--- src/cache_settings.svh ---
`ifndef CACHE_SETTINGS_SVH
`define CACHE_SETTINGS_SVH

// total data storage in bytes
`define CACHE_SIZE_BYTES 8192

// one line is four 32-bit words
`define CACHE_LINE_BITS 128

// both bus ports
`define CACHE_ADDR_BITS 32

`endif

--- src/ahb_pkg.sv ---
package ahb_pkg;

    typedef enum logic [1:0] {
        IDLE   = 2'b00,
        BUSY   = 2'b01,
        NONSEQ = 2'b10,
        SEQ    = 2'b11
    } htrans_t;

    typedef enum logic [2:0] {
        SINGLE = 3'b000,
        INCR   = 3'b001,
        WRAP4  = 3'b010
    } hburst_t;

    // address and control from the master plus write data
    typedef struct packed {
        logic [31:0] haddr;
        htrans_t     htrans;
        hburst_t     hburst;
        logic        hwrite;
        logic [31:0] hwdata;
    } ahb_req_t;

    typedef struct packed {
        logic        hready;
        logic [31:0] hrdata;
    } ahb_rsp_t;

endpackage

--- src/cache_pkg.sv ---
package cache_pkg;

`include "cache_settings.svh"

    localparam int BYTE_BITS  = 2;
    localparam int LINE_WORDS = `CACHE_LINE_BITS / 32;
    localparam int OFF_BITS   = $clog2(LINE_WORDS);
    localparam int NUM_LINES  = `CACHE_SIZE_BYTES * 8 / `CACHE_LINE_BITS;
    localparam int INDEX_BITS = $clog2(NUM_LINES);
    localparam int TAG_BITS   = `CACHE_ADDR_BITS - INDEX_BITS - OFF_BITS - BYTE_BITS;
    localparam int WADDR_BITS = `CACHE_ADDR_BITS - BYTE_BITS;

    typedef logic [`CACHE_LINE_BITS-1:0] line_t;
    typedef logic [OFF_BITS-1:0]         word_off_t;
    typedef logic [INDEX_BITS-1:0]       index_t;
    typedef logic [TAG_BITS-1:0]         tag_t;

    typedef struct packed {
        logic  valid;
        tag_t  tag;
        line_t line;
    } entry_t;

    // line_base is a word address with the offset bits cleared
    typedef struct packed {
        logic [WADDR_BITS-1:0] line_base;
        word_off_t             start_word;
    } fill_req_t;

endpackage

--- src/line_fill_master.sv ---
`timescale 1ns/100ps

module line_fill_master
    import ahb_pkg::*;
    import cache_pkg::*;
(
    input  logic      upstream_intf,
    input  logic      rst_n,
    input  logic      fill_start,
    input  fill_req_t fill_req,
    output logic      fill_done,
    output line_t     fill_line,
    output ahb_req_t  dn_req,
    input  ahb_rsp_t  dn_rsp
);

    // beat whose data phase is on the bus
    typedef struct packed {
        logic      valid;
        word_off_t off;
        logic      last;
    } dphase_t;

    fill_req_t req_q;
    logic      a_active;
    logic [1:0] a_cnt;
    word_off_t a_off;
    dphase_t   dphase;
    line_t     line_buf;

    assign fill_line = line_buf;

    always_comb begin
        dn_req.htrans = IDLE;
        if (a_active) begin
            dn_req.htrans = (a_cnt == 2'd0) ? NONSEQ : SEQ;
        end
        dn_req.haddr  = {req_q.line_base[WADDR_BITS-1:OFF_BITS], a_off, {BYTE_BITS{1'b0}}};
        dn_req.hburst = WRAP4;
        dn_req.hwrite = 1'b0;
        dn_req.hwdata = '0;
    end

    always_ff @(posedge upstream_intf) begin
        if (!rst_n) begin
            a_active     <= 1'b0;
            a_cnt        <= '0;
            dphase.valid <= 1'b0;
            fill_done    <= 1'b0;
        end else begin
            fill_done <= 1'b0;
            if (fill_start) begin
                req_q    <= fill_req;
                a_active <= 1'b1;
                a_cnt    <= '0;
                a_off    <= fill_req.start_word;
            end else if (dn_rsp.hready) begin
                // data phase of the previous beat completes here
                if (dphase.valid) begin
                    line_buf[32 * dphase.off +: 32] <= dn_rsp.hrdata;
                    fill_done <= dphase.last;
                end
                dphase.valid <= a_active;
                dphase.off   <= a_off;
                dphase.last  <= (a_cnt == 2'd3);
                if (a_active) begin
                    // offset wraps inside the line
                    a_off    <= a_off + 1'b1;
                    a_cnt    <= a_cnt + 1'b1;
                    a_active <= (a_cnt != 2'd3);
                end
            end
        end
    end

endmodule

--- config.mk ---
export PLATFORM = sky130hd
export DESIGN_NAME = line_fill_master
export DESIGN_NICKNAME = d
export VERILOG_FILES = /design/src/ahb_pkg.sv /design/src/cache_pkg.sv /design/src/line_fill_master.sv
export VERILOG_INCLUDE_DIRS = /design/src
export SDC_FILE = /design/constraint.sdc
export NUM_CORES = 1
export LEC_CHECK = 0
export BUFFER_PORTS_ARGS = -buffer_cell sky130_fd_sc_hd__clkbuf_2
export CAP_MARGIN = 40
export CORE_ASPECT_RATIO = 1.1
export CORE_UTILIZATION = 35
export CTS_BUF_LIST = sky130_fd_sc_hd__clkbuf_4
export CTS_CLUSTER_SIZE = 16
export DETAILED_ROUTE_END_ITERATION = 8
export PLACE_DENSITY = 0.57
export SYNTH_ARGS = -nofsm -noshare
export SYNTH_HDL_FRONTEND = slang
export SYNTH_SLANG_ARGS = --single-unit
--- constraint.sdc ---
create_clock -name upstream_intf -period 7.9 [get_ports upstream_intf]
set_input_delay 2.37 -clock upstream_intf [delete_from_list [all_inputs] [get_ports upstream_intf]]
set_output_delay 2.37 -clock upstream_intf [all_outputs]
set_load 0.1 [all_outputs]
==> results.cfg <==
[outcome]
status = completed

[min_path]
hold_path.class = reg -> reg

[power]
ir_drop_v = 0.000108
switchingPower_w = 0.000510
powerDensity_nw_per_um2 = 208
pwr-share-clk_pct = 28.5
p_leak_nw = 3.48
internal_power_w = 0.00116
seq_power_share_pct = 58.3
sw_frac_of_total_pct = 30.5
combPwrFrac_pct = 13.3

[synthesis]
synth_area_leaders = edfxtp_1 (76%), and2_1 (10%), buf_4 (4.6%), nor2_1 (1.6%), dfxtp_1 (1.6%)
synth_area_um2 = 6390
synth_top_area_share_pct = 75.7
ys.flop_type = edfxtp_1
synthTopCellsByCount = edfxtp_1 (161), and2_1 (105), buf_4 (39)
syn_avg_cell_area_um2 = 15.8
async_reset_ff_share_pct = 0
yosys.area.top_type = edfxtp_1
ys_seq_area_share_pct = 77.3
yosys_warnings = 0
synth_most_common_cell = edfxtp_1
synthDistinctLibCells = 24
synth_seq_cells = 166
synth_enable_flop_cells = 161
syn_inst = 404

[detailed_routing]
via_count = 3872
drt_iter0_drc = 191
routed_wl_mm = 14.4
viasPerCell = 4.33
postRouteAntennaNets = 0
wl_per_cell_um = 16.1
firstDrtPassIters = 4
drcViolationCount = 0

[sta]
rsz0062_at_grt = no
maxSlewHeadroom_pct = 59.8
finalMaxSlewViolations = 0
worst_slew_pin_slew_ns = 0.601
period_share_pct = 51.9
finalClockSkew_ns = 0.0178
max_freq_ghz = 0.244
finalCriticalPeriod_ns = 4.10
setup_tns_ns = 0
hold_viol = 0
finalSetupViolations = 0

[job]
maxCapViolations = 0

[worst_setup_path]
crit_type = reg -> out
crit_chain = inv_1, ha_1, nor2b_1, clkbuf_2
crit_family = buffers and inverters
end_kind = output port
required_ns = 5.53
cp_data_arrival_time_ns = 1.73
slowest_stage = clkbuf_2
critPathMaxFanout = 2
critPathBufInv = 2
slowest_delay_ns = 0.46
start_kind = flop

[clocking]
clk_latency_ns = 0.54
cts.reportedPaths.clkPinSlew_ns = 0.14
cts_buffers = 17
cts_tree = done
htreeDepth = 4
ctsHoldBuffers = 0
cts_root_buffer = clkbuf_4
cts_setup_buffers = 0
cts_buffer_depth = 2
cts-resized-gates = 0
cts.sinks = 166

[die]
num_rows = 51
die_area_um2 = 18800
die_w_um = 131
pin_count = 267
core_um2 = 17800
die_h_um = 144
start_util_pct = 35.9

[finish]
syn_to_final_growth_pct = 26.0
nNetsFinal = 718
drive_gt1_share_pct = 41.9
diodes = 0
fin_area_um2 = 8050

[placement]
dp_hpwl_mm = 10.3
placed_cell_area_um2 = 7770
place.gp.congestion = 0.719
port_buffers = 226

[global_routing]
grt_max_degree = 33
gr-usage-all-layers_pct = 15.5
grt_pass1_vias = 3742
antenna_found_initial = 1
grt_pass1_wl_mm = 21.0
globalRouteOverflowTotal = 0
-- cells in the final DEF, fill, tap and decap left out, drive strengths merged --
master      n
clkbuf    243
nand2b      3
conb       38
o21ai       2
a21oi       3
dfxtp       5
nand3       1
buf         9
and3        5
nor2       29
and2      105
bufinv      1
nor3        2
nand2      15
inv        10
ha          7
xnor2       2
edfxtp    161
mux2i       1
clkinv      5
clkinvlp    4
nor2b       5
-- metrics by stage --
| stage | instances | util [%] | power (W) | worst slack, ns | hold WS (ns) |
|---|---|---|---|---|---|
| 2_1_floorplan | 440 | - | 0.00119 | 3.63 | 0.451 |
| 3_3_place_gp | 854 | 42.8 | 0.00121 | 3.48 | 0.464 |
| 3_5_place_dp | 862 | 43.6 | 0.00122 | 3.64 | 0.460 |
| 4_1_cts | 894 | 45.2 | 0.00169 | 3.72 | 0.491 |
| 5_1_grt | 894 | 45.2 | 0.00173 | 3.62 | 0.506 |
| 6_report | 894 | 45.2 | 0.00167 | 3.80 | 0.491 |
-- final timing paths --
path / cells past startpoint / to / slack [ns] / from
hold reg to reg: 1 / fill_done / 0.49 / dphase[0]
setup / recovery: 4 / dn_req[36] / 3.80 / a_cnt[0]
setup reg to reg: 6 / fill_line[126] / 5.42 / dphase[1]
hold / removal: 1 / fill_done / 0.49 / dphase[0]
-- cell type report --
cell class / count / area (µm²)
Sequential cell: 166 / 4930
Timing Repair Buffer: 235 / 1280
Inverter: 5 / 18.8
Clock inverter: 15 / 149
Multi-Input combinational cell: 218 / 1240
Clock buffer: 17 / 128
Fill cell: 1613 / 9760
Tap cell: 238 / 298
-- state kept, by name, indices dropped and copies added (netlist names) --
name and count:
dn_req 28, a_cnt 2, a_active 1, a_off 2, dphase 4, fill_line 128
fill_done 1
-- cell families (layout without fill, tap and decap cells) --
group	count (synthesis)	in the layout	share of synthesized area, %
and+or+nand+nor	165	165	14.7
xor gates and xnor gates	2	2	0.274
adders and majority gates	7	7	1.37
muxes	1	1	0.157
AOI/OAI and AO/OA	5	5	0.392
buffers and inverters	56	272	5.70
DFF	166	166	77.3
other	2	38	0.118
-- per-layer routing --
| metal | share of wire (%) | vias up | track usage (%) |
|---|---|---|---|
| li1 | - | 1802 | - |
| met1 | 41 | 1863 | 18.2 |
| met2 | 50 | 192 | 26.8 |
| met3 | 7.8 | 13 | 4.84 |
| met4 | 0.95 | 2 | 4.54 |
| met5 | 0.090 | - | 0 |
-- power groups by stage --
stage	sequential, W	clock (W)	combinational [W]
final	0.000976	0.000477	0.000222
after global routing	0.000977	0.000524	0.000230
after CTS	0.000976	0.000495	0.000223
after detailed placement	0.000996	0	0.000223
after global placement	0.000996	0	0.000218
after floorplan	0.00107	0	0.000119
Power figures use the tool's default switching activity.
