File: src/cache_settings.svh
`ifndef CACHE_SETTINGS_SVH
`define CACHE_SETTINGS_SVH

// total data storage in bytes
`define CACHE_SIZE_BYTES 8192

// one line is four 32-bit words
`define CACHE_LINE_BITS 128

// both bus ports
`define CACHE_ADDR_BITS 32

`endif

File: src/ahb_pkg.sv
package ahb_pkg;

    typedef enum logic [1:0] {
        IDLE   = 2'b00,
        BUSY   = 2'b01,
        NONSEQ = 2'b10,
        SEQ    = 2'b11
    } htrans_t;

    typedef enum logic [2:0] {
        SINGLE = 3'b000,
        INCR   = 3'b001,
        WRAP4  = 3'b010
    } hburst_t;

    // address and control from the master plus write data
    typedef struct packed {
        logic [31:0] haddr;
        htrans_t     htrans;
        hburst_t     hburst;
        logic        hwrite;
        logic [31:0] hwdata;
    } ahb_req_t;

    typedef struct packed {
        logic        hready;
        logic [31:0] hrdata;
    } ahb_rsp_t;

endpackage

File: src/cache_pkg.sv
package cache_pkg;

`include "cache_settings.svh"

    localparam int BYTE_BITS  = 2;
    localparam int LINE_WORDS = `CACHE_LINE_BITS / 32;
    localparam int OFF_BITS   = $clog2(LINE_WORDS);
    localparam int NUM_LINES  = `CACHE_SIZE_BYTES * 8 / `CACHE_LINE_BITS;
    localparam int INDEX_BITS = $clog2(NUM_LINES);
    localparam int TAG_BITS   = `CACHE_ADDR_BITS - INDEX_BITS - OFF_BITS - BYTE_BITS;
    localparam int WADDR_BITS = `CACHE_ADDR_BITS - BYTE_BITS;

    typedef logic [`CACHE_LINE_BITS-1:0] line_t;
    typedef logic [OFF_BITS-1:0]         word_off_t;
    typedef logic [INDEX_BITS-1:0]       index_t;
    typedef logic [TAG_BITS-1:0]         tag_t;

    typedef struct packed {
        logic  valid;
        tag_t  tag;
        line_t line;
    } entry_t;

    // line_base is a word address with the offset bits cleared
    typedef struct packed {
        logic [WADDR_BITS-1:0] line_base;
        word_off_t             start_word;
    } fill_req_t;

endpackage

File: src/ahb_slave_port.sv
`timescale 1ns/100ps

module ahb_slave_port
    import ahb_pkg::*;
    import cache_pkg::*;
(
    input  logic        upstream_intf,
    input  logic        rst_n,
    input  ahb_req_t    up_req,
    output ahb_rsp_t    up_rsp,
    output logic [31:0] lookup_addr,
    input  logic        hit,
    input  logic [31:0] hit_word,
    output logic        fill_start,
    output fill_req_t   fill_req,
    input  logic        fill_done,
    input  line_t       fill_line,
    output logic        fill_we
);

    typedef enum logic [1:0] {
        S_IDLE,
        S_FILL,
        S_RESP
    } state_t;

    state_t      state;
    logic        dp_valid;
    logic [31:0] addr_q;
    logic        hready_int;
    logic        accept;
    word_off_t   word_sel;

    assign word_sel    = addr_q[BYTE_BITS +: OFF_BITS];
    assign lookup_addr = addr_q;

    // hwrite is ignored and every transfer is served as a read
    assign accept = hready_int && (up_req.htrans == NONSEQ || up_req.htrans == SEQ);

    always_comb begin
        case (state)
            S_IDLE:  hready_int = !dp_valid || hit;
            S_FILL:  hready_int = 1'b0;
            S_RESP:  hready_int = 1'b1;
            default: hready_int = 1'b1;
        endcase
    end

    assign up_rsp.hready = hready_int;
    assign up_rsp.hrdata = (state == S_RESP) ? fill_line[32 * word_sel +: 32] : hit_word;

    // miss detected in the data phase
    assign fill_start = (state == S_IDLE) && dp_valid && !hit;

    assign fill_req.line_base  = {addr_q[31:BYTE_BITS + OFF_BITS], {OFF_BITS{1'b0}}};
    assign fill_req.start_word = word_sel;

    assign fill_we = (state == S_FILL) && fill_done;

    always_ff @(posedge upstream_intf) begin
        if (!rst_n) begin
            state    <= S_IDLE;
            dp_valid <= 1'b0;
        end else begin
            case (state)
                S_IDLE: begin
                    if (fill_start) begin
                        state <= S_FILL;
                    end
                end
                S_FILL: begin
                    if (fill_done) begin
                        state <= S_RESP;
                    end
                end
                S_RESP: state <= S_IDLE;
                default: state <= S_IDLE;
            endcase

            // next address phase may overlap the finishing data phase
            if (accept) begin
                dp_valid <= 1'b1;
                addr_q   <= up_req.haddr;
            end else if (hready_int) begin
                dp_valid <= 1'b0;
            end
        end
    end

endmodule

File: config.mk
export PLATFORM = sky130hd
export DESIGN_NAME = ahb_slave_port
export DESIGN_NICKNAME = d
export VERILOG_FILES = /design/src/ahb_pkg.sv /design/src/cache_pkg.sv /design/src/ahb_slave_port.sv
export VERILOG_INCLUDE_DIRS = /design/src
export SDC_FILE = /design/constraint.sdc
export NUM_CORES = 1
export LEC_CHECK = 0
export ABC_AREA = 1
export BUFFER_PORTS_ARGS = -buffer_cell sky130_fd_sc_hd__buf_2
export CORE_AREA = 2 2 131 133
export DETAILED_ROUTE_END_ITERATION = 8
export DIE_AREA = 0 0 133 135
export HOLD_SLACK_MARGIN = 0.02
export SYNTH_ARGS = -nofsm -noshare
export SYNTH_HDL_FRONTEND = slang
export SYNTH_SLANG_ARGS = --single-unit
File: constraint.sdc
create_clock -name upstream_intf -period 2.11 [get_ports upstream_intf]
set_clock_uncertainty 0.1 [all_clocks]
set_input_delay 0.1055 -clock upstream_intf [delete_from_list [all_inputs] [get_ports upstream_intf]]
set_output_delay 0.1055 -clock upstream_intf [all_outputs]
set_load 0.005 [all_outputs]
==> results of run 1 <==
[sequential cells by signal (all words and copies together), names as in the netlist]
name and flops:
dp_valid 1, lookup_addr 32, state 2
[how the worst max path moves through the flow]
stage | to | cells past startpoint
finish | up_rsp[28] | 8
global route | up_rsp[28] | 8
CTS | up_rsp[28] | 8
detailed placement | up_rsp[28] | 8
global placement | up_rsp[28] | 8
floorplan | lookup_addr[0]$_DFFE_PP_ | 5
[cell usage after synthesis]
| master | number | area [sq um] |
|---|---|---|
| nor2_4 | 1 | 11.3 |
| nand3_1 | 66 | 330 |
| buf_2 | 15 | 75.1 |
| dfxtp_1 | 3 | 60.1 |
| nor3_1 | 1 | 5.00 |
| a21oi_1 | 1 | 5.00 |
| conb_1 | 1 | 3.75 |
| nor2_1 | 2 | 7.51 |
| clkbuf_8 | 1 | 13.8 |
| inv_1 | 132 | 495 |
| nand4_1 | 1 | 6.26 |
| edfxtp_1 | 32 | 961 |
| nand2_1 | 261 | 980 |
| buf_4 | 36 | 270 |
| nor3b_1 | 1 | 7.51 |
| inv_2 | 3 | 11.3 |
| buf_6 | 7 | 78.8 |
[cells by family after synthesis]
group / synth area share, %
AO/OA/AOI/OAI: 0.151
AND/OR/NAND/NOR: 40.6
flip-flops: 30.7
buffers and inverters: 28.4
other: 0.113
[layout make-up]
type / count / area (sq um)
tap: 220 / 275
clock inverter: 3 / 47.5
sequential: 35 / 1020
fill: 1751 / 11100
multi-input combinational: 336 / 1360
inverter: 135 / 508
clock buffer: 5 / 125
timing repair buffer: 336 / 1930
[layer usage]
| metal | share of wire (%) | vias up | global-route usage, % |
|---|---|---|---|
| met1 | 41 | 1734 | 14.8 |
| met4 | 0.88 | 0 | 3.23 |
| met2 | 52 | 172 | 23.6 |
| li1 | - | 2173 | - |
| met3 | 6.5 | 5 | 1.69 |
| met5 | 0 | - | 0 |
[where the power goes]
group / switching (uW) / internal (uW) / total, uW
Clock: 296 / 563 / 859
Combinational: 325 / 357 / 682
Sequential: 22.8 / 804 / 827
[repair_timing]
item | in CTS | in global routing
hold buffers | 36 | 0
hold endpoints to repair | 35 | 0
gates resized for setup | 0 | 1
setup endpoints to repair | 0 | 3
[worst max-delay path: cells and delay by family, from the launching register on]
family | cells | cell delay [ns]
AND/OR/NAND/NOR | 5 | 0.36
flip-flops | 1 | 0.41
buffers and inverters | 3 | 0.63
[stage by stage]
stage	setup WS [ns]	hold WS [ns]	instance area [sq um]	total power, uW
final	0.171	0.138	5270	2370
after global routing	0.0107	0.197	5270	2520
after CTS	0.116	0.132	5270	2400
after detailed placement	0.425	0.184	4730	1470
after global placement	0.434	0.183	4730	1470
after floorplan	0.316	0.0975	3330	1190
==> reports/qor.txt, run 1 <==
outcome: finished, final reports clean
Tightest Pin Transition: 0.617 ns
RSZ-0062 raised after global routing: false
Area Growth Syn to Fin: 58.5%
# DRC: 0
Reg2Reg Setup Slack: 0.61 ns
# diodes: 0
final WL: 12,000 microns
Chip Height: 135 microns
Final period util: 91.9%
synthesized area: 3320 sq um
total negative slack: 0 ns
Initial Utilization: 20.2%
Pwr per Cell Area: 450 nW/um^2
crit path launch: lookup_addr[2]$_DFFE_PP_
placed cell count: 1,026
Pre-antenna DRT Iters: 4
relative slew slack: 58.8%
max cap viols: 0
most common cell after layout, fill and taps aside: buf_2
FMAX: 516 MHz
final setup fails: 0
Critical Path Sink Type: output pin
max incr delay on CP: 0.41 ns
synth warn: 0
Final Non-Filler Cells: 1,070
HP Class: in2reg
initial DRC count: 191
Seq cells post-synth: 35
Crit Path Category: reg2out
Reg clk slew, reported paths: 0.06 ns
Die W: 133 microns
port bufs: 293
global-route wire length before repair: 18,000 microns
Hold Path End: dp_valid$_SDFFE_PN0P_
WP data required: 1.90 ns
vias in the first global route: 3,687
Worst Min Path Start: hit
H-tree lvl count: 2
largest net degree at the start of global routing: 67
final hold violations: 0
Crit path top cell by count: nand2_1
Sink Count: 35
max-slew violations: 0
CTS tree: built
most frequent cells in the layout: buf_2 (293), nand2_1 (261), inv_1 (132)
post-layout util: 32.1%
Syn Area/Cell: 5.89 sq um
routed len/inst: 11.3 microns
TritonCTS Buffers: 5
Seq/Total Area, Yosys: 30.7%
die area: 18,000 sq um
post-DP HPWL: 9080 microns
WP data arrival: 1.73 ns
number of routed nets with antenna violations: 0
fin nets: 1,083
distinct cell type count after synthesis: 17
global route overflow: 0
Worst-Skew Late Latency: 0.28 ns
CP max-delay cell: edfxtp_1
R2R cell count: 5
worst hold stages: 6
I/O pin count: 333
Peak VDD IR: 0.539 mV
share of cells above drive strength 1: 36.7%
All-Layer GR Usage: 12.5%
row count: 47
via count: 4,084
initial antenna violation count: 0
crit path time final: 1.94 ns
Root Driver: clkbuf_16
Max FO, Critical Path: 48
Worst setup SP type: register
routability cong.: 0.762
capturing point of the worst reg2reg path: state[0]$_SDFFE_PN0P_
Critical Path, Cell by Cell: clkinv_2 > buf_12 > nand2_1 > nand3_1 > nand2_1 > nand2_1 > nand2_1 > buf_2
Max clock buf depth: 2
Syn Inst Count: 564
post-CTS setup buffers: 0
Reg-to-Reg Start: state[0]$_SDFFE_PN0P_
static leakage: 0.00333 uW
core area: 16,400 sq um
Via density: 3.82
Power figures use the tool's default switching activity.
==> run 2: changes to the inputs <==
--- a/config.mk
+++ b/config.mk
@@ -8,9 +8,9 @@
 export LEC_CHECK = 0
 export ABC_AREA = 1
 export BUFFER_PORTS_ARGS = -buffer_cell sky130_fd_sc_hd__buf_2
-export CORE_AREA = 2 2 131 133
+export CORE_AREA = 2 2 130 132
 export DETAILED_ROUTE_END_ITERATION = 8
-export DIE_AREA = 0 0 133 135
+export DIE_AREA = 0 0 132 134
 export HOLD_SLACK_MARGIN = 0.02
 export SYNTH_ARGS = -nofsm -noshare
 export SYNTH_HDL_FRONTEND = slang
==> constraint.sdc (replaced) <==
create_clock -name upstream_intf -period 2.3 [get_ports upstream_intf]
set_clock_uncertainty 0.1 [all_clocks]
set_input_delay 0.115 -clock upstream_intf [delete_from_list [all_inputs] [get_ports upstream_intf]]
set_output_delay 0.115 -clock upstream_intf [all_outputs]
set_load 0.005 [all_outputs]
==> reports/qor.txt, run 2 (synthesized netlist as in run 1, its figures left out) <==
outcome: finished, final reports clean (unchanged)
Pwr per Cell Area: 412 nW/um^2 (was 450 nW/um^2)
WP data arrival: 1.75 ns (was 1.73 ns)
Tightest Pin Transition: 0.624 ns (was 0.617 ns)
fillers: 1,794 (was 1,751)
post-DP HPWL: 8700 microns (was 9080 microns)
CP max-delay cell: edfxtp_1 (unchanged)
Crit Path Category: reg2out (unchanged)
worst setup path endpoint: up_rsp[23] (was up_rsp[28])
Crit path top cell by count: nand2_1 (unchanged)
H-tree lvl count: 2 (unchanged)
Reg clk slew, reported paths: 0.06 ns (about the same)
CTS tree: built (unchanged)
Max FO, Critical Path: 56 (was 48)
Psw: 579 uW (was 644 uW)
Sequential Power Share: 35.2% (was 34.9%)
FMAX: 509 MHz
Reg2Reg Setup Slack: 0.76 ns (was 0.61 ns)
final WL: 11,800 microns (was 12,000 microns)
post-layout util: 32.1% (about the same)
row count: 47 (unchanged)
Initial Utilization: 20.4% (was 20.2%)
vias in the first global route: 3,752 (was 3,687)
All-Layer GR Usage: 12.4% (was 12.5%)
Pre-antenna DRT Iters: 4 (unchanged)
delay-heaviest family, CP: buffers and inverters (unchanged)
TritonCTS Buffers: 5 (unchanged)
DP Area: 4710 sq um (was 4730 sq um)
static leakage: 0.00331 uW (was 0.00333 uW)
Max clock buf depth: 2 (unchanged)
crit path launch: lookup_addr[2]$_DFFE_PP_ (unchanged)
initial DRC count: 134 (was 191)
Die W: 132 microns (was 133 microns)
Worst-Skew Late Latency: 0.27 ns (was 0.28 ns)
Chip Height: 134 microns (was 135 microns)
Critical Path Sink Type: output pin (unchanged)
Internal: 1570 uW (was 1720 uW)
Clock power frac: 36.0% (was 36.3%)
Worst setup SP type: register (unchanged)
max cap viols: 0 (unchanged)
most frequent cells in the layout: buf_2 (293), nand2_1 (261), inv_1 (132) (unchanged)
switch share: 26.9% (was 27.2%)
max reg flops: 32 (unchanged)
crit path time final: 1.97 ns
Via density: 3.82 (about the same)
RSZ-0062 raised after global routing: false (unchanged)
buffer and inverter count on the worst path: 3 (unchanged)
number of routed nets with antenna violations: 0 (unchanged)
core area: 16,300 sq um (was 16,400 sq um)
Final period util: 85.5%
port bufs: 293 (unchanged)
capturing point of the worst reg2reg path: lookup_addr[10]$_DFFE_PP_ (was state[0]$_SDFFE_PN0P_)
most common cell after layout, fill and taps aside: buf_2 (unchanged)
WP data required: 2.09 ns (was 1.90 ns)
max-slew violations: 0 (unchanged)
relative slew slack: 58.3% (was 58.8%)
# DRC: 0 (unchanged)
global-route wire length before repair: 18,100 microns (was 18,000 microns)
HP Class: in2reg (unchanged)
via count: 4,071 (was 4,084)
Peak VDD IR: 0.401 mV (was 0.539 mV)
# diodes: 0 (unchanged)
WP depth: 8 (unchanged)
die area: 17,700 sq um (was 18,000 sq um)
final hold violations: 0 (unchanged)
Sink Count: 35 (unchanged)
global route overflow: 0 (unchanged)
post-CTS setup buffers: 0 (unchanged)
total negative slack: 0 ns (unchanged)
share of cells above drive strength 1: 36.7% (about the same)
Root Driver: clkbuf_16 (unchanged)
Reg-to-Reg Start: state[0]$_SDFFE_PN0P_ (unchanged)
Area Growth Syn to Fin: 57.3% (was 58.5%)
post-route cell area: 5220 sq um (was 5270 sq um)
routed len/inst: 11.0 microns (was 11.3 microns)
final setup fails: 0 (unchanged)
largest net degree at the start of global routing: 67 (unchanged)
I/O pin count: 333 (unchanged)
Logic pwr share: 28.8% (about the same)
Critical Path, Cell by Cell: inv_2 > buf_12 > nand2_1 > nand3_1 > nand2_1 > nand2_1 > nand2_1 > buf_2 (was clkinv_2 > buf_12 > nand2_1 > nand3_1 > nand2_1 > nand2_1 > nand2_1 > buf_2)
fin nets: 1,080 (was 1,083)
routability cong.: 0.760 (was 0.762)
initial antenna violation count: 0 (unchanged)
max incr delay on CP: 0.43 ns (was 0.41 ns)
Tot Pwr: 2150 uW (was 2370 uW)
R2R cell count: 6 (was 5)
==> run 2: what timing repair did <==
action,CTS,global route
hold buffers,34,0
gates resized for setup,0,0
hold endpoints to repair,34,0
==> run 2: metal layers <==
layer	part of all wire (%)	vias up	routed length [microns]	global-route usage (%)
li1	-	2164	-	-
met1	42	1719	4930	15.2
met4	0.72	0	85	2.23
met2	50	182	5950	23.0
met3	7.0	6	825	1.81
met5	0	-	0	0
==> run 2: metrics by stage <==
step / worst slack, ns / instances / hold WS [ns]
after detailed placement: 0.596 / 1025 / 0.193
after global placement: 0.600 / 1025 / 0.192
after CTS: 0.286 / 1067 / 0.0225
after global routing: 0.232 / 1067 / 0.0382
after floorplan: 0.506 / 565 / 0.107
final: 0.334 / 1067 / 0.0144
==> run 2: worst min-delay path by stage <==
stage	startpoint	end	cells after the start	slack [ns]
3_5_place_dp	up_req[52]	lookup_addr[14]$_DFFE_PP_	1	0.19
3_3_place_gp	up_req[51]	lookup_addr[13]$_DFFE_PP_	1	0.19
6_report	up_req[37]	dp_valid$_SDFFE_PN0P_	3	0.01
4_1_cts	up_req[37]	dp_valid$_SDFFE_PN0P_	3	0.02
5_1_grt	up_req[37]	dp_valid$_SDFFE_PN0P_	3	0.04
2_1_floorplan	fill_done	state[0]$_SDFFE_PN0P_	1	0.11
==> run 2: power groups by stage <==
stage               Sequential [uW]  Combinational (uW)  Clock (uW)
floorplan                       772                 315           0
global placement                770                 577           0
detailed placement              768                 583           0
CTS                             757                 629         793
global route                    760                 704         826
finish                          757                 621         775
==> run 2: layout make-up <==
class / instances / area, sq um / area share, %
clock buffers: 5 / 125 / 2.40
clock inverters: 3 / 46.3 / 0.886
inverters: 135 / 507 / 9.70
multi-input cells: 336 / 1360 / 26.0
flip-flops and latches: 35 / 1020 / 19.5
well taps: 220 / 275 / 5.27
repair buffers: 333 / 1890 / 36.2
==> run 2: tightest hold or removal path, delay by kind of cell <==
kind / cells / cell delay (ns)
simple gates: 2 / 0.17
buf+inv: 1 / 0.08
